$ cat src/i2c_macros.svh
`ifndef I2C_MACROS_SVH
`define I2C_MACROS_SVH

// clk cycles per quarter of an scl period.
`define I2C_PHASE_CYCLES 4

// 7-bit addressing only.
`define I2C_ADDR_W 7

// one data byte per transfer.
`define I2C_DATA_W 8

// digit toggles every 2**SEG_REFRESH_BITS cycles.
`define SEG_REFRESH_BITS 3

`endif

$ cat src/i2c_pkg.sv
package i2c_pkg;

  // quarters of one bit time, scl low in ph_low1 and ph_fall.
  typedef enum logic [1:0] {
    ph_low1 = 2'd0,
    ph_rise = 2'd1,
    ph_high = 2'd2,
    ph_fall = 2'd3
  } i2c_phase_t;

  // transfer sequence of the master.
  typedef enum logic [2:0] {
    st_idle  = 3'd0,
    st_start = 3'd1,
    st_addr  = 3'd2,
    st_ack1  = 3'd3,
    st_data  = 3'd4,
    st_ack2  = 3'd5,
    st_stop  = 3'd6
  } i2c_state_t;

endpackage

$ cat src/i2c_bit_timer.sv
`timescale 1ns/1ps
`include "i2c_macros.svh"

module i2c_bit_timer (
  input  logic                clk,
  input  logic                reset,
  input  logic                run,
  output i2c_pkg::i2c_phase_t phase,
  output logic                phase_tick,
  output logic                scl
);
  import i2c_pkg::*;

  localparam int CNT_W = (`I2C_PHASE_CYCLES > 1) ? $clog2(`I2C_PHASE_CYCLES) : 1;
  localparam logic [CNT_W-1:0] CNT_MAX = CNT_W'(`I2C_PHASE_CYCLES - 1);

  logic [CNT_W-1:0] cnt;
  logic [1:0]       phase_next;

  // last cycle of the current quarter.
  assign phase_tick = (cnt == CNT_MAX);
  assign phase_next = phase + 2'd1;

  always_ff @(posedge clk) begin
    if (reset) begin
      cnt   <= '0;
      phase <= ph_high;
    end else if (!run) begin
      cnt   <= '0; // park with scl released high.
      phase <= ph_high;
    end else if (phase_tick) begin
      cnt   <= '0;
      phase <= i2c_phase_t'(phase_next);
    end else begin
      cnt <= cnt + 1'b1;
    end
  end

  // scl only high in the middle two quarters.
  assign scl = (phase == ph_rise) || (phase == ph_high);

endmodule

$ cat src/i2c_shift_reg.sv
`timescale 1ns/1ps
`include "i2c_macros.svh"

module i2c_shift_reg (
  input  logic                   clk,
  input  logic                   reset,
  input  logic                   load,
  input  logic [`I2C_DATA_W-1:0] load_value,
  input  logic                   shift,
  input  logic                   sample,
  input  logic                   sda_in,
  output logic                   tx_bit,
  output logic [`I2C_DATA_W-1:0] value
);

  logic [`I2C_DATA_W-1:0] sr;
  logic                   hold_bit;

  // bus bit taken at the end of scl high.
  always_ff @(posedge clk) begin
    if (sample) begin
      hold_bit <= sda_in;
    end
  end

  // shifting happens with scl low, so the msb moves only then.
  always_ff @(posedge clk) begin
    if (reset) begin
      sr <= '0;
    end else if (load) begin
      sr <= load_value;
    end else if (shift) begin
      sr <= {sr[`I2C_DATA_W-2:0], hold_bit};
    end
  end

  assign tx_bit = sr[`I2C_DATA_W-1]; // msb first on the wire.
  assign value  = sr;

endmodule

$ cat src/i2c_master_ctrl.sv
`timescale 1ns/1ps
`include "i2c_macros.svh"

module i2c_master_ctrl (
  input  logic                   clk,
  input  logic                   reset,
  input  logic                   start,
  input  logic                   rw,
  input  logic [`I2C_ADDR_W-1:0] addr,
  input  logic [`I2C_DATA_W-1:0] wdata,
  input  logic                   sda_in,
  input  i2c_pkg::i2c_phase_t    phase,
  input  logic                   phase_tick,
  output logic                   timer_run,
  output logic                   load,
  output logic [`I2C_DATA_W-1:0] load_value,
  output logic                   shift,
  output logic                   sample,
  output logic                   sda_oe,
  output logic                   busy,
  output logic                   done,
  output logic                   ack_error,
  output logic                   latch,
  output logic [`I2C_ADDR_W-1:0] latch_addr,
  output logic [`I2C_DATA_W-1:0] latch_data,
  input  logic                   tx_bit,
  input  logic [`I2C_DATA_W-1:0] value
);
  import i2c_pkg::*;

  i2c_state_t             state;
  logic [2:0]             bit_cnt;
  logic                   rw_q;
  logic [`I2C_ADDR_W-1:0] addr_q;
  logic [`I2C_DATA_W-1:0] wdata_q;
  logic                   end_high;
  logic                   end_fall;
  logic                   byte_state;

  assign end_high   = phase_tick && (phase == ph_high);
  assign end_fall   = phase_tick && (phase == ph_fall);
  assign byte_state = (state == st_addr) || (state == st_data);

  // request captured once, held for the whole transfer.
  always_ff @(posedge clk) begin
    if ((state == st_idle) && start) begin
      rw_q    <= rw;
      addr_q  <= addr;
      wdata_q <= wdata;
    end
  end

  always_ff @(posedge clk) begin
    if (reset) begin
      state     <= st_idle;
      bit_cnt   <= '0;
      done      <= 1'b0;
      latch     <= 1'b0;
      ack_error <= 1'b0;
    end else begin
      done  <= 1'b0;
      latch <= 1'b0;
      case (state)
        st_idle: begin
          if (start) begin
            state     <= st_start;
            ack_error <= 1'b0;
          end
        end
        st_start: begin
          bit_cnt <= '0;
          if (end_fall) begin
            state <= st_addr;
          end
        end
        st_addr: begin
          if (end_fall) begin
            bit_cnt <= bit_cnt + 3'd1; // wraps to 0 after the 8th bit.
            if (bit_cnt == 3'd7) begin
              state <= st_ack1;
            end
          end
        end
        st_ack1: begin
          if (end_high && sda_in) begin
            ack_error <= 1'b1; // no device answered.
          end
          if (end_fall) begin
            state <= ack_error ? st_stop : st_data;
          end
        end
        st_data: begin
          if (end_fall) begin
            bit_cnt <= bit_cnt + 3'd1;
            if (bit_cnt == 3'd7) begin
              state <= st_ack2;
            end
          end
        end
        st_ack2: begin
          if (end_high && !rw_q && sda_in) begin
            ack_error <= 1'b1;
          end
          if (end_fall) begin
            state <= st_stop;
          end
        end
        st_stop: begin
          if (end_high) begin
            state <= st_idle;
            done  <= 1'b1;
            latch <= !ack_error;
          end
        end
        default: state <= st_idle;
      endcase
    end
  end

  // stop the timer in the last stop cycle so scl stays high.
  assign timer_run = (state != st_idle) && !((state == st_stop) && end_high);

  assign load = end_fall &&
                ((state == st_start) || ((state == st_ack1) && !ack_error && !rw_q));
  assign load_value = (state == st_start) ? {addr_q, rw_q} : wdata_q;
  assign sample     = end_high && byte_state;
  assign shift      = end_fall && byte_state;

  always_comb begin
    case (state)
      st_start: sda_oe = 1'b1;
      st_addr:  sda_oe = !tx_bit;
      st_data:  sda_oe = !rw_q && !tx_bit; // released while reading.
      st_stop:  sda_oe = (phase != ph_high);
      default:  sda_oe = 1'b0;
    endcase
  end

  assign busy       = (state != st_idle);
  assign latch_addr = addr_q;
  assign latch_data = value; // byte on the wire, for both directions.

endmodule

$ cat src/seven_seg_driver.sv
`timescale 1ns/1ps
`include "i2c_macros.svh"

module seven_seg_driver (
  input  logic                   clk,
  input  logic                   reset,
  input  logic                   latch,
  input  logic [`I2C_ADDR_W-1:0] latch_addr,
  input  logic [`I2C_DATA_W-1:0] latch_data,
  output logic [`I2C_ADDR_W-1:0] led_addr,
  output logic [1:0]             anode,
  output logic [6:0]             cathode
);

  logic [`I2C_DATA_W-1:0]       shown_data;
  logic [`SEG_REFRESH_BITS-1:0] refresh_cnt;
  logic                         digit_sel;
  logic [3:0]                   nibble;

  // gfedcba, active high before inversion.
  function automatic logic [6:0] hex_to_seg(input logic [3:0] hex);
    case (hex)
      4'h0: hex_to_seg = 7'h3f;
      4'h1: hex_to_seg = 7'h06;
      4'h2: hex_to_seg = 7'h5b;
      4'h3: hex_to_seg = 7'h4f;
      4'h4: hex_to_seg = 7'h66;
      4'h5: hex_to_seg = 7'h6d;
      4'h6: hex_to_seg = 7'h7d;
      4'h7: hex_to_seg = 7'h07;
      4'h8: hex_to_seg = 7'h7f;
      4'h9: hex_to_seg = 7'h6f;
      4'ha: hex_to_seg = 7'h77;
      4'hb: hex_to_seg = 7'h7c;
      4'hc: hex_to_seg = 7'h39;
      4'hd: hex_to_seg = 7'h5e;
      4'he: hex_to_seg = 7'h79;
      default: hex_to_seg = 7'h71;
    endcase
  endfunction

  // last good transfer only.
  always_ff @(posedge clk) begin
    if (reset) begin
      led_addr   <= '0;
      shown_data <= '0;
    end else if (latch) begin
      led_addr   <= latch_addr;
      shown_data <= latch_data;
    end
  end

  always_ff @(posedge clk) begin
    if (reset) begin
      refresh_cnt <= '0;
      digit_sel   <= 1'b0;
    end else begin
      refresh_cnt <= refresh_cnt + 1'b1;
      if (refresh_cnt == '1) begin
        digit_sel <= !digit_sel; // one full count per digit.
      end
    end
  end

  assign anode     = digit_sel ? 2'b10 : 2'b01;
  assign nibble    = digit_sel ? shown_data[7:4] : shown_data[3:0];
  assign cathode   = ~hex_to_seg(nibble); // segments sink current.

endmodule

$ cat src/i2c_seven_seg_top.sv
`timescale 1ns/1ps
`include "i2c_macros.svh"

module i2c_seven_seg_top (
  input  logic                   clk,
  input  logic                   reset,
  input  logic                   start,
  input  logic                   rw,
  input  logic [`I2C_ADDR_W-1:0] addr,
  input  logic [`I2C_DATA_W-1:0] wdata,
  input  logic                   sda_in,
  output logic                   scl,
  output logic                   sda_oe,
  output logic                   busy,
  output logic                   done,
  output logic                   ack_error,
  output logic [`I2C_DATA_W-1:0] rdata,
  output logic [`I2C_ADDR_W-1:0] led_addr,
  output logic [1:0]             anode,
  output logic [6:0]             cathode
);
  import i2c_pkg::*;

  i2c_phase_t             phase;
  logic                   phase_tick;
  logic                   timer_run;
  logic                   load;
  logic [`I2C_DATA_W-1:0] load_value;
  logic                   shift;
  logic                   sample;
  logic                   tx_bit;
  logic                   latch;
  logic [`I2C_ADDR_W-1:0] latch_addr;
  logic [`I2C_DATA_W-1:0] latch_data;

  i2c_bit_timer u_bit_timer (
    .clk        (clk),
    .reset      (reset),
    .run        (timer_run),
    .phase      (phase),
    .phase_tick (phase_tick),
    .scl        (scl)
  );

  // parallel value doubles as the read result.
  i2c_shift_reg u_shift_reg (
    .clk        (clk),
    .reset      (reset),
    .load       (load),
    .load_value (load_value),
    .shift      (shift),
    .sample     (sample),
    .sda_in     (sda_in),
    .tx_bit     (tx_bit),
    .value      (rdata)
  );

  i2c_master_ctrl u_master_ctrl (
    .clk        (clk),
    .reset      (reset),
    .start      (start),
    .rw         (rw),
    .addr       (addr),
    .wdata      (wdata),
    .sda_in     (sda_in),
    .phase      (phase),
    .phase_tick (phase_tick),
    .timer_run  (timer_run),
    .load       (load),
    .load_value (load_value),
    .shift      (shift),
    .sample     (sample),
    .sda_oe     (sda_oe),
    .busy       (busy),
    .done       (done),
    .ack_error  (ack_error),
    .latch      (latch),
    .latch_addr (latch_addr),
    .latch_data (latch_data),
    .tx_bit     (tx_bit),
    .value      (rdata)
  );

  seven_seg_driver u_seven_seg (
    .clk        (clk),
    .reset      (reset),
    .latch      (latch),
    .latch_addr (latch_addr),
    .latch_data (latch_data),
    .led_addr   (led_addr),
    .anode      (anode),
    .cathode    (cathode)
  );

endmodule

$ cat config.mk
export PLATFORM = sky130hd
export DESIGN_NAME = i2c_seven_seg_top
export DESIGN_NICKNAME = d
export VERILOG_FILES = /design/src/i2c_pkg.sv /design/src/i2c_bit_timer.sv /design/src/i2c_shift_reg.sv /design/src/i2c_master_ctrl.sv /design/src/seven_seg_driver.sv /design/src/i2c_seven_seg_top.sv
export VERILOG_INCLUDE_DIRS = /design/src
export SDC_FILE = /design/constraint.sdc
export NUM_CORES = 1
export LEC_CHECK = 0
export ABC_AREA = 1
export BUFFER_PORTS_ARGS = -buffer_cell sky130_fd_sc_hd__buf_2
export CAP_MARGIN = 20
export CORE_MARGIN = 2
export CORE_UTILIZATION = 55
export CTS_BUF_LIST = sky130_fd_sc_hd__clkbuf_4
export DETAILED_ROUTE_END_ITERATION = 16
export PLACE_DENSITY = 0.9
export SETUP_SLACK_MARGIN = 0.4
export SYNTH_ARGS = -nofsm -noshare
export SYNTH_HDL_FRONTEND = slang
export SYNTH_SLANG_ARGS = --single-unit
$ cat constraint.sdc
create_clock -name clk -period 5.2 [get_ports clk]
set_input_delay 0.52 -clock clk [delete_from_list [all_inputs] [get_ports clk]]
set_output_delay 0.52 -clock clk [all_outputs]
set_load 0.1 [all_outputs]
After elaboration in Yosys (flattened, before gate mapping). Memories as Yosys holds them, arrays and structs flattened. Index checks and enable logic that the tools add are counted.

Register bits after elaboration: 57. Logic and storage cells: 109. Output and inout port bits: 29. Memory bits (read-only): 112. Memories kept: 1.

Memories: (no name shown) (words 16, bits a word 7, read ports 1, clocked after Yosys merged registers in 0, wr ports 0, RTL line seven_seg_driver.sv:22) `case (hex)`.

Eq/ne operators: 25. Reduce and logical (&&, ||, !) cells: 35. $add $sub $neg: 4. Mux-type cells: 24. Bitwise operators: 4.

Operator list (count): $mux W3 (10); $mux W8 (3); $pmux W3 S7 (1); $ne A2 B1 Y1 const B (9); $eq A3 B3 Y1 const B (5); $logic_and A1 B1 Y1 (14); $reduce_and A9 Y1 (1); $ne A2 B2 Y1 const B (4); $not A7 Y7 (1); $add A3 B1 Y3 const B (2); $eq A2 B2 Y1 const B (3); $eq A3 B2 Y1 const B (2); $pmux W3 S2 (1); $reduce_bool A3 Y1 (2); $reduce_or A2 Y1 (3); $reduce_or A3 Y1 (2); $logic_not A1 Y1 (5); $add A2 B1 Y2 const B (2); $mux W1 (4); $mux W2 (2); $mux W4 (1); $pmux W1 S4 (1); $reduce_and A4 Y1 (1); $reduce_bool A2 Y1 (2); 7 further kinds (11).

Longest topological paths before layout. Gate-level depths: netlist of the first run.

Depth after elaboration: 7. Gate-level depth with buffers: 10.

Hierarchy. From an unflattened synthesis of the first run, not the netlist that was laid out.

Cells, all modules: 359. Area, all modules: 2969.1 um2.

By module, submodules not included: i2c_master_ctrl (seq. area each 660.6 um2, area each 1267.5 um2, cells an instance 125, times used 1); seven_seg_driver (seq. area each 380.4 um2, area each 1057.3 um2, cells an instance 145, times used 1); i2c_shift_reg (seq. area each 190.2 um2, area each 451.7 um2, cells an instance 64, times used 1); i2c_bit_timer (seq. area each 80.1 um2, area each 192.7 um2, cells an instance 25, times used 1).

Worst setup path after synthesis of the first run. OpenSTA, ideal clock, no wires.

Kind: register -> output. Start point: reg u_seven_seg.digit_sel. End point: out cathode[4]. Arrival time: 3987 ps. Stages on the path, launching flop included: 9. Data required time: 4680 ps. Slack: 693 ps. Path buffers: 1. Path through: dfxtp_1 -> buf_2 -> inv_1 -> or2_0 -> o21ai_0 -> inv_1 -> ha_1 -> nand2_1 -> o21ai_0.

Word-level cells in the longest chain between the ends: 3.

Ends and longest elaborated chain: start, declared (RTL line seven_seg_driver.sv:17) `logic digit_sel;`; start signal, assigned (RTL line seven_seg_driver.sv:60) `digit_sel <= !digit_sel;`; $mux W4 (RTL line seven_seg_driver.sv:66) `assign nibble = digit_sel ? shown_data[7:4] : shown_data[3:0];`; $mem_v2 Z16 W7; $not A7 Y7 (RTL line seven_seg_driver.sv:67) `assign cathode = ~hex_to_seg(nibble);`; end, declared (RTL line i2c_seven_seg_top.sv:20) `output logic [6:0] cathode`.

Every way passes these cells.

Worst setup path in the final report of the first run.
Start point: reg u_seven_seg.digit_sel. End point: out cathode[2].

Same word-level chain as after synthesis.

==> results_dict.tcl, run 1 <==
set metrics [dict create \
    start_kind "register" \
    max_cap_viol_count 0 \
    synth_fa_ha_area_share_pct 6.43 \
    fp-row-count 25 \
    clock-sinks 57 \
    via_count 2344 \
    cts_setup_buffers 0 \
    final_antenna_net_count 0 \
    fin_area_um2 3150 \
    die-area_um2 5530 \
    synth_compound_area_share_pct 10.3 \
    grt_max_degree 28 \
    io_buffers 48 \
    fin_crit_ps 3120 \
    insertion_delay_ps 400 \
    drt_first_pass_iters 4 \
    gp_congestion 0.870 \
    synthCells 351 \
    clk_pin_slew_ps 90 \
    clk_path_buf_depth 2 \
    syn-num-nets 385 \
    syn_to_final_growth_pct 15.5 \
    ys_ff_latch 57 \
    finalSetupTns_ps 0 \
    place_hpwl_mm 4.02 \
    cts-hold-fix-buffers 0 \
    drt-wirelength-per-cell_um 11.8 \
    start_util_pct 57.3 \
    hold_viol 0 \
    synth_top_family_by_area "simple AND/OR/NAND/NOR gates" \
    cts_resized 0 \
    synthSimpleGateAreaFrac_pct 28.5 \
    cts_tree "built" \
    ctsRootBufferMaster "clkbuf_4" \
    drc 0 \
    end_kind "output pin" \
    grt_pass1_wl_mm 9.27 \
    netlist-cell-type-count 32 \
    postRouteWirelength_mm 5.56 \
    cp_max_fo 8 \
    coreArea_um2 4750 \
    drt-initial-drc-count 180 \
    power.leakage_nw 1.56 \
    slew_headroom_pct 51.3 \
    tightest_slew_ps 722 \
    timing.fmax_ghz 0.321 \
    ir_drop_mv 0.358 \
    nNetsFinal 434 \
    synth_area_per_cell_um2 7.76 \
    layout-drive-gt1-share_pct 18.5 \
    cts_htree_levels 3 \
    yosys_warnings 0 \
    power_density_nw_per_um2 395 \
    p_total_w 0.00124 \
    finalCritPeriodShare_pct 60.0 \
    hp-class "input pin to register" \
    final_max_slew_viol_count 0 \
    grt_pass1_vias 2110 \
    dpl_cell_area_um2 2990 \
    path_class "register to output pin" \
    dp_slack_ps 2500 \
    status "completed" \
    grt_overflow 0 \
    timing.final.ws_setup_ps 2080 \
    fp.dieW_um 74.4 \
    clock_skew_ps 13.8 \
    syn_area_um2 2720 \
    setup_violations 0 \
    required_ps 4680 \
    via_per_inst 4.97 \
    layout.cells.non_filler 472 \
    post-place-cells 456 \
    yosysSeqAreaShare_pct 48.2 \
    grtUsageTotal_pct 22.5 \
    synth-xor-area-share_pct 0.322 \
    die_h_um 74.4 \
    antenna_cells 0 \
    cts_buffers 9 \
    antenna_found_initial 0 \
    rsz0062_at_grt "false" \
    arrival_ps 2600 \
    muxShareOfSynthArea_pct 0 \
    num_io_pins 49 \
]
==> power breakdown <==
part           leakage [nW]  switching (W)  internal [W]
clock network        0.0824       0.000160      0.000190
logic                 0.993       0.000245     0.0000835
registers             0.483      0.0000440      0.000519
total                  1.56       0.000449      0.000793
==> worst paths after layout <==
kind	start	to	slack, ps	cells past startpoint
setup / recovery	u_seven_seg.digit_sel$_SDFFE_PP0N_	cathode[2]	2080	9
hold / removal	wdata[5]	u_master_ctrl.wdata_q[5]$_DFFE_PP_	290	1
setup reg to reg	u_master_ctrl.state[2]$_SDFFE_PP0P_	u_master_ctrl.rw_q$_DFFE_PP_	3450	5
hold reg to reg	u_seven_seg.refresh_cnt[0]$_SDFF_PP0_	u_seven_seg.refresh_cnt[0]$_SDFF_PP0_	420	1
==> layout by cell type, fill, tap and decap left out <==
cell       instances
o221ai_1           1
clkinv_4           1
nor2_2             1
nand3_1            6
nand2_2            2
nor2_1            77
inv_2              4
or2_0              1
xnor2_1            1
o211ai_1           1
o21ai_2            1
nor3_4             1
ha_1              14
nand4_1            1
inv_1             27
bufinv_16          2
nor2_4             1
o21a_1             2
o21ai_0           34
dfxtp_1           40
o21ai_4            1
clkinv_2           1
clkbuf_4           9
a31oi_1            1
nor3_2             1
nand3b_1           1
nand3_4            1
buf_2             48
nand2_1           93
a21oi_1            8
nand3_2            1
edfxtp_1          17
a22oi_1            1
nor3_1             1
clkinv_1           3
==> flip-flops by register name (all words and copies together), names as in the netlist <==
signal,count
u_master_ctrl.latch_addr,7
u_master_ctrl.latch,1
u_seven_seg.led_addr,7
u_seven_seg.digit_sel,1
u_master_ctrl.bit_cnt,3
u_seven_seg.shown_data,8
u_master_ctrl.done,1
u_bit_timer.cnt,2
u_bit_timer.phase,2
u_master_ctrl.state,3
u_shift_reg.hold_bit,1
u_seven_seg.refresh_cnt,3
u_master_ctrl.ack_error,1
u_master_ctrl.rw_q,1
u_shift_reg.value,8
u_master_ctrl.wdata_q,8
==> worst max-delay path, stage by stage, from the launching register on <==
cell and delay [ps]:
dfxtp_1 470, inv_1 120, or2_0 210, o21ai_0 280, inv_1 150, ha_1 280, nor2_1 120, nand2_1 50
o21ai_0 70, buf_2 440
==> per-layer routing <==
metal	track usage, %	vias up	wire length (µm)
li1	-	1222	-
met1	30.2	1038	2550
met2	34.3	75	2610
met3	4.20	9	295
met4	12.7	0	106
met5	0	-	0
==> cell usage after synthesis <==
| master | n | area [µm²] |
|---|---|---|
| nor3_4 | 1 | 16.3 |
| nor2_4 | 1 | 11.3 |
| nor3_2 | 1 | 10.0 |
| or2_0 | 1 | 6.26 |
| nor2_2 | 1 | 6.26 |
| nand3_4 | 1 | 17.5 |
| ha_1 | 14 | 175 |
| a31oi_1 | 1 | 6.26 |
| o21a_1 | 2 | 15.0 |
| nand2_2 | 2 | 12.5 |
| nand3b_1 | 1 | 7.51 |
| o221ai_1 | 1 | 8.76 |
| inv_2 | 4 | 15.0 |
| dfxtp_1 | 40 | 801 |
| nor2_1 | 77 | 289 |
| nand3_1 | 6 | 30.0 |
| buf_4 | 4 | 30.0 |
| nand4_1 | 1 | 6.26 |
| o211ai_1 | 1 | 7.51 |
| o21ai_4 | 1 | 16.3 |
| a21oi_1 | 8 | 40.0 |
| clkbuf_1 | 5 | 18.8 |
| inv_1 | 27 | 101 |
| nand3_2 | 1 | 10.0 |
| nand2_1 | 93 | 349 |
| nor3_1 | 1 | 5.00 |
| buf_2 | 1 | 5.00 |
| xnor2_1 | 1 | 8.76 |
| o21ai_0 | 34 | 170 |
| edfxtp_1 | 17 | 510 |
| a22oi_1 | 1 | 7.51 |
| o21ai_2 | 1 | 8.76 |
==> through the flow <==
stage | hold WS [ps] | util, %
6_report | 286 | 66.2
5_1_grt | 267 | 66.2
4_1_cts | 267 | 66.2
3_5_place_dp | 409 | 62.9
3_3_place_gp | 400 | 62.9
2_1_floorplan | 390 | -
==> kinds of logic after synthesis <==
group	Yosys count
compound gates	50
xor+xnor	1
fa+ha+maj	14
buf+inv	41
flops	57
simple gates	188
==> final cells by class <==
class | instances | area (µm²)
well taps | 67 | 83.8
flip-flops and latches | 57 | 1310
fillers | 401 | 1610
clock inverters | 7 | 85.1
clock buffers | 9 | 67.6
repair buffers | 48 | 240
multi-input cells | 253 | 1240
inverters | 31 | 116
(Power assumes the default switching activity.)
==> run 2: changes to the inputs <==
Settings changed: ABC_AREA 1 to 0.
Clock period 5.2 ns to 3.25 ns, I/O delays scaled along.
==> run 2 against run 1 <==
Effect of this change:
- sequential power increased by 35%
- non-clock buffer count rose by 3
- critical path depth down 4
- register-to-register slack lost 2300 ps
- final cell count decreased by 22%
==> results_dict.tcl, run 2 <==
set metrics [dict create \
    final_antenna_net_count 0 \
    synth_compound_area_share_pct 13.5 \
    yosys.cell_count.top_type "dfxtp_1" \
    timing.rr.end "u_shift_reg.value[4]$_SDFFE_PP0P_" \
    reg2regPathDepth 3 \
    hp-class "input pin to register" \
    die-area_um2 5590 \
    cts-hold-fix-buffers 0 \
    synth-xor-area-share_pct 1.86 \
    die_h_um 74.7 \
    synth_top_cell_by_area "dfxtp_1" \
    clk_path_buf_depth 2 \
    power_density_nw_per_um2 394 \
    insertion_delay_ps 400 \
    crit_chain "mux2i_4 -> inv_1 -> ha_1 -> mux4_2 -> buf_2" \
    synth_area_leaders "dfxtp_1 29%, edfxtp_1 19%, mux2i_1 7.3%, ha_1 6.4%, nor2_1 2.7%" \
    critical_path.endpoint "cathode[3]" \
    tightest_slew_ps 950 \
    path_delay_family "multiplexers" \
    critPathBufInv 2 \
    antenna_found_initial 0 \
    setup_violations 0 \
    synthFlopType "dfxtp_1" \
    hold_viol 0 \
    postRouteWirelength_mm 5.40 \
    yosysSeqAreaShare_pct 47.6 \
    slew_headroom_pct 36.2 \
    layout-drive-gt1-share_pct 27.8 \
    io_buffers 48 \
    clock_skew_ps 11.5 \
    via_count 2066 \
    drt-initial-drc-count 103 \
    drt-wirelength-per-cell_um 14.8 \
    path_depth 5 \
    num_io_pins 49 \
    cpPeakStageDelay_ps 500 \
    netlist-cell-type-count 51 \
    synth_fa_ha_area_share_pct 6.36 \
    fp.dieW_um 74.7 \
    finalCritPeriodShare_pct 84.4 \
    end_kind "output pin" \
    synth_area_per_cell_um2 10.8 \
    r2r_start "u_master_ctrl.state[1]$_SDFFE_PP0P_" \
    layout.cells.non_filler 366 \
    syn_area_um2 2750 \
    timing.fmax_ghz 0.364 \
    cts_buffers 9 \
    fin_area_um2 3130 \
    ctsRootBufferMaster "clkbuf_4" \
    antenna_cells 0 \
    grt_max_degree 41 \
    synth_top_family_by_area "simple AND/OR/NAND/NOR gates" \
    rsz0062_at_grt "true" \
    start_kind "register" \
    synthCells 256 \
    grt_pass1_wl_mm 8.58 \
    grt_overflow 0 \
    ys_ff_latch 57 \
    finalSetupTns_ps 0 \
    status "completed" \
    start_util_pct 57.5 \
    clock-sinks 57 \
    clk_pin_slew_ps 90 \
    required_ps 2920 \
    layout_commonest_cell "buf_2" \
    muxShareOfSynthArea_pct 9.50 \
    syn-num-nets 290 \
    synth_top_area_share_pct 29.1 \
    grt_pass1_vias 1900 \
    cp_slowest_cell "dfxtp_2" \
    fp-row-count 25 \
    coreArea_um2 4790 \
    synth_async_sr_flop_share_pct 0 \
    cp-startpoint "u_seven_seg.digit_sel$_SDFFE_PP0N_" \
    path_class "register to output pin" \
    drt_first_pass_iters 4 \
    synthSimpleGateAreaFrac_pct 14.5 \
    via_per_inst 5.64 \
    dpl_cell_area_um2 2970 \
    power.leakage_nw 1.27 \
    cts_htree_levels 3 \
    fin_crit_ps 2740 \
    syn_to_final_growth_pct 13.6 \
    nNetsFinal 328 \
    final_max_slew_viol_count 0 \
    yosys_warnings 0 \
    place_hpwl_mm 3.69 \
    post-place-cells 348 \
    gp_congestion 0.784 \
    grtUsageTotal_pct 20.7 \
    synthTopCellsByCount "40 x dfxtp_1, 20 x mux2i_1, 20 x nor2_1" \
    cp_max_fo 7 \
    max_cap_viol_count 0 \
    cts_tree "built" \
    rrSetupSlack_ps 1120 \
    synth_edf_count 17 \
    arrival_ps 2420 \
    drc 0 \
    ir_drop_mv 0.314 \
    final_cell_mix "48 x buf_2, 39 x dfxtp_1, 20 x nor2_1" \
]
## run 2: changes by cell type after synthesis, sizes merged, moves of 12 or more
| cell | delta |
|---|---|
| o21ai | -25 |
| nand2 | -90 |
| mux2i | +22 |
| buf | +12 |
| inv | -23 |
| nor2 | -59 |
## run 2: how the worst min path moves through the flow
stage,startpoint,end,slack (ps),cells past startpoint
finish,wdata[2],u_master_ctrl.wdata_q[2]$_DFFE_PP_,90,1
global route,wdata[2],u_master_ctrl.wdata_q[2]$_DFFE_PP_,70,1
CTS,wdata[2],u_master_ctrl.wdata_q[2]$_DFFE_PP_,70,1
detailed placement,u_seven_seg.refresh_cnt[0]$_SDFF_PP0_,u_seven_seg.refresh_cnt[0]$_SDFF_PP0_,410,1
global placement,u_seven_seg.refresh_cnt[0]$_SDFF_PP0_,u_seven_seg.refresh_cnt[0]$_SDFF_PP0_,400,1
floorplan,u_seven_seg.refresh_cnt[0]$_SDFF_PP0_,u_seven_seg.refresh_cnt[0]$_SDFF_PP0_,390,1
## run 2: logic make-up after synthesis
| family | after synthesis |
|---|---|
| buffers and inverters | 32 |
| AO/OA/AOI/OAI | 52 |
| adder cells (fa/ha/maj) | 14 |
| AND/OR/NAND/NOR | 72 |
| multiplexers | 24 |
| XOR/XNOR | 5 |
| flip-flops | 57 |
## run 2: area by class of cell
type                       count  area [µm²]
sequential                    57        1310
timing repair buffer          51         267
multi-input combinational    167        1330
inverter                       8        30.0
clock buffer                  11        82.6
fill                         378        1660
tap                           67        83.8
clock inverter                 5        23.8
## run 2: report_power, final
group	total, W	switching [W]	internal [W]
clock network	0.000409	0.000242	0.000167
logic	0.0000610	0.0000390	0.0000220
registers	0.000761	0.0000109	0.000750
total	0.00123	0.000292	0.000939
## run 2: worst reg2reg max path, stage by stage (launching register included)
cell,delay [ps]
dfxtp_1,600
xnor2_1,900
o21ai_0,230
a311oi_1,300
## run 2: timing repair
item / 4_1_cts / 5_1_grt
setup endpoints to repair: 4 / 3
resized for setup: 3 / 2
buffers inserted: 0 / 1
hold endpoints to repair: 0 / 0
## run 2: stage by stage
step	setup WS [ps]	hold WS, ps	utilization (%)	total power [W]
6_report	506	90.7	65.3	0.00123
5_1_grt	378	69.8	65.3	0.00127
4_1_cts	464	69.6	64.6	0.00124
3_5_place_dp	703	406	62.1	0.000836
3_3_place_gp	815	399	62.1	0.000834
2_1_floorplan	295	390	-	0.000816
## run 2: per-layer routing
layer,vias up,global-route usage (%),wire (µm)
met2,65,32.1,2680
met1,976,26.2,2340
met3,7,5.35,298
met5,-,0,0
li1,1018,-,-
met4,0,12.5,83
==> run 3: changes to the inputs <==
Settings changed: CORE_UTILIZATION 55 to 52, PLACE_DENSITY 0.9 to 0.89.
Clock period 3.25 ns to 2.4 ns, I/O delays scaled along.
==> run 3 against run 2 <==
Effect of this change:
- die area is 5.5% higher
- sequential share of layout area decreased by 5.7 points
- largest cell class unchanged
- design area increased by 16%
- final cell count is 10% higher
- non-clock buffer count grew 35
- via count rose by 8.1%
- sequential cell count did not move
- core utilization increased by 6.0 points
==> results_dict.tcl, run 3 (synthesis results as in run 2) <==
set metrics [dict create \
    clk_pin_slew_ps 90 \
    place_hpwl_mm 4.01 \
    finalCritPeriodShare_pct 96.6 \
    cp_max_fo 5 \
    coreArea_um2 5110 \
    cp_slowest_cell "mux4_2" \
    cpPeakStageDelay_ps 510 \
    nNetsFinal 363 \
    die-area_um2 5890 \
    layout-drive-gt1-share_pct 34.4 \
    grt_pass1_vias 2192 \
    die_h_um 76.8 \
    tightest_slew_ps 710 \
    ctsRootBufferMaster "clkbuf_4" \
    drt-initial-drc-count 193 \
    n_fill_cell 359 \
    dp_slack_ps 196 \
    insertion_delay_ps 400 \
    hp-class "input pin to register" \
    reg2regPathDepth 4 \
    fin_util_pct 71.3 \
    status "completed" \
    ir_drop_mv 0.357 \
    worstHoldStart "sda_in" \
    final_max_slew_viol_count 0 \
    cts_tree "built" \
    end_kind "output pin" \
    via_per_inst 5.53 \
    r2r_start "u_bit_timer.cnt[0]$_SDFF_PP0_" \
    slew_headroom_pct 52.6 \
    hold_viol 0 \
    clock-sinks 57 \
    crit_chain "mux2i_4 -> inv_2 -> ha_4 -> mux4_2 -> buf_12" \
    drt_first_pass_iters 4 \
    critical_path.endpoint "cathode[3]" \
    timing.final.ws_setup_ps 81.0 \
    antenna_found_initial 0 \
    grt_pass1_wl_mm 10.6 \
    syn_to_final_growth_pct 32.3 \
    grt_overflow 0 \
    io_buffers 48 \
    path_class "register to output pin" \
    path_depth 5 \
    rsz0062_at_grt "true" \
    clock_skew_ps 8.17 \
    path_delay_family "multiplexers" \
    start_util_pct 53.9 \
    fin_crit_ps 2320 \
    drt-wirelength-per-cell_um 15.7 \
    grt_max_degree 41 \
    fp.dieW_um 76.8 \
    required_ps 2160 \
    layout_commonest_cell "buf_2" \
    timing.rr.end "u_shift_reg.value[7]$_SDFFE_PP0P_" \
    postRouteWirelength_mm 6.33 \
    clk_path_buf_depth 2 \
    cts_buffers 9 \
    via_count 2233 \
    start_kind "register" \
    drc 0 \
    power.leakage_nw 1.45 \
    setup_violations 0 \
    final_antenna_net_count 0 \
    rrSetupSlack_ps 610 \
    arrival_ps 2080 \
    antenna_cells 0 \
    cts_htree_levels 3 \
    cp-startpoint "u_seven_seg.digit_sel$_SDFFE_PP0N_" \
    max_cap_viol_count 0 \
    fp-row-count 26 \
    power_density_nw_per_um2 466 \
    grtUsageTotal_pct 23.3 \
    num_io_pins 49 \
    final_cell_mix "40 x buf_2, 36 x dfxtp_1, 20 x nor2_1" \
    critPathBufInv 2 \
    timing.fmax_ghz 0.431 \
    gp_congestion 0.809 \
]
## run 3: cell count changes in the layout (fill, tap and decap cells not counted), sizes merged
cell,before,now
dlygate4sd3,0,16
buf,51,70
## run 3: metrics by stage
step           instances  hold slack (ps)  TNS [ps]  power, W  area (µm²)
6_report             404             34.1         0   0.00170        3640
5_1_grt              404             4.48     -7.53   0.00176        3640
4_1_cts              401             5.74         0   0.00170        3580
3_5_place_dp         359              418         0   0.00114        3140
3_3_place_gp         359              400         0   0.00114        3140
2_1_floorplan        256              339         0   0.00111        2850
## run 3: how the worst min path moves through the flow
stage	to	slack (ps)	depth (start not counted)
after floorplan	u_master_ctrl.latch_addr[0]$_DFFE_PP_	340	0
after global placement	u_seven_seg.refresh_cnt[0]$_SDFF_PP0_	400	1
after detailed placement	u_master_ctrl.wdata_q[2]$_DFFE_PP_	420	1
after CTS	u_master_ctrl.wdata_q[7]$_DFFE_PP_	6	1
after global routing	u_shift_reg.hold_bit$_DFFE_PP_	4	1
final	u_shift_reg.hold_bit$_DFFE_PP_	30	1
## run 3: final cells by class
cell class,count,area [µm²],share of cell area [%]
Inverter,8,30.0,0.825
Clock inverter,5,22.5,0.619
Clock buffer,11,82.6,2.27
Tap cell,70,87.6,2.41
Multi-Input combinational cell,167,1410,38.8
Timing Repair Buffer,86,683,18.8
Sequential cell,57,1320,36.3
## run 3: timing repair
| action | in CTS | in global routing |
|---|---|---|
| resized for setup | 29 | 9 |
| pin swaps | 3 | 3 |
| buffers inserted | 11 | 2 |
| hold buffers | 15 | 1 |
| hold endpoints to repair | 15 | 1 |
| setup endpoints to repair | 8 | 9 |
## run 3: power breakdown
| group | internal, W | switching [W] |
|---|---|---|
| sequential | 0.00101 | 0.00000900 |
| clock | 0.000224 | 0.000332 |
| combinational | 0.0000529 | 0.0000650 |
| total | 0.00129 | 0.000406 |
## run 3: per-layer routing
layer  up-vias  wire length (µm)  global-route usage, %
met3        15               372                   6.59
met4         0               192                   10.7
met1      1031              2460                   26.5
met5         -                 0                      0
li1       1089                 -                      -
met2        98              3300                   40.5
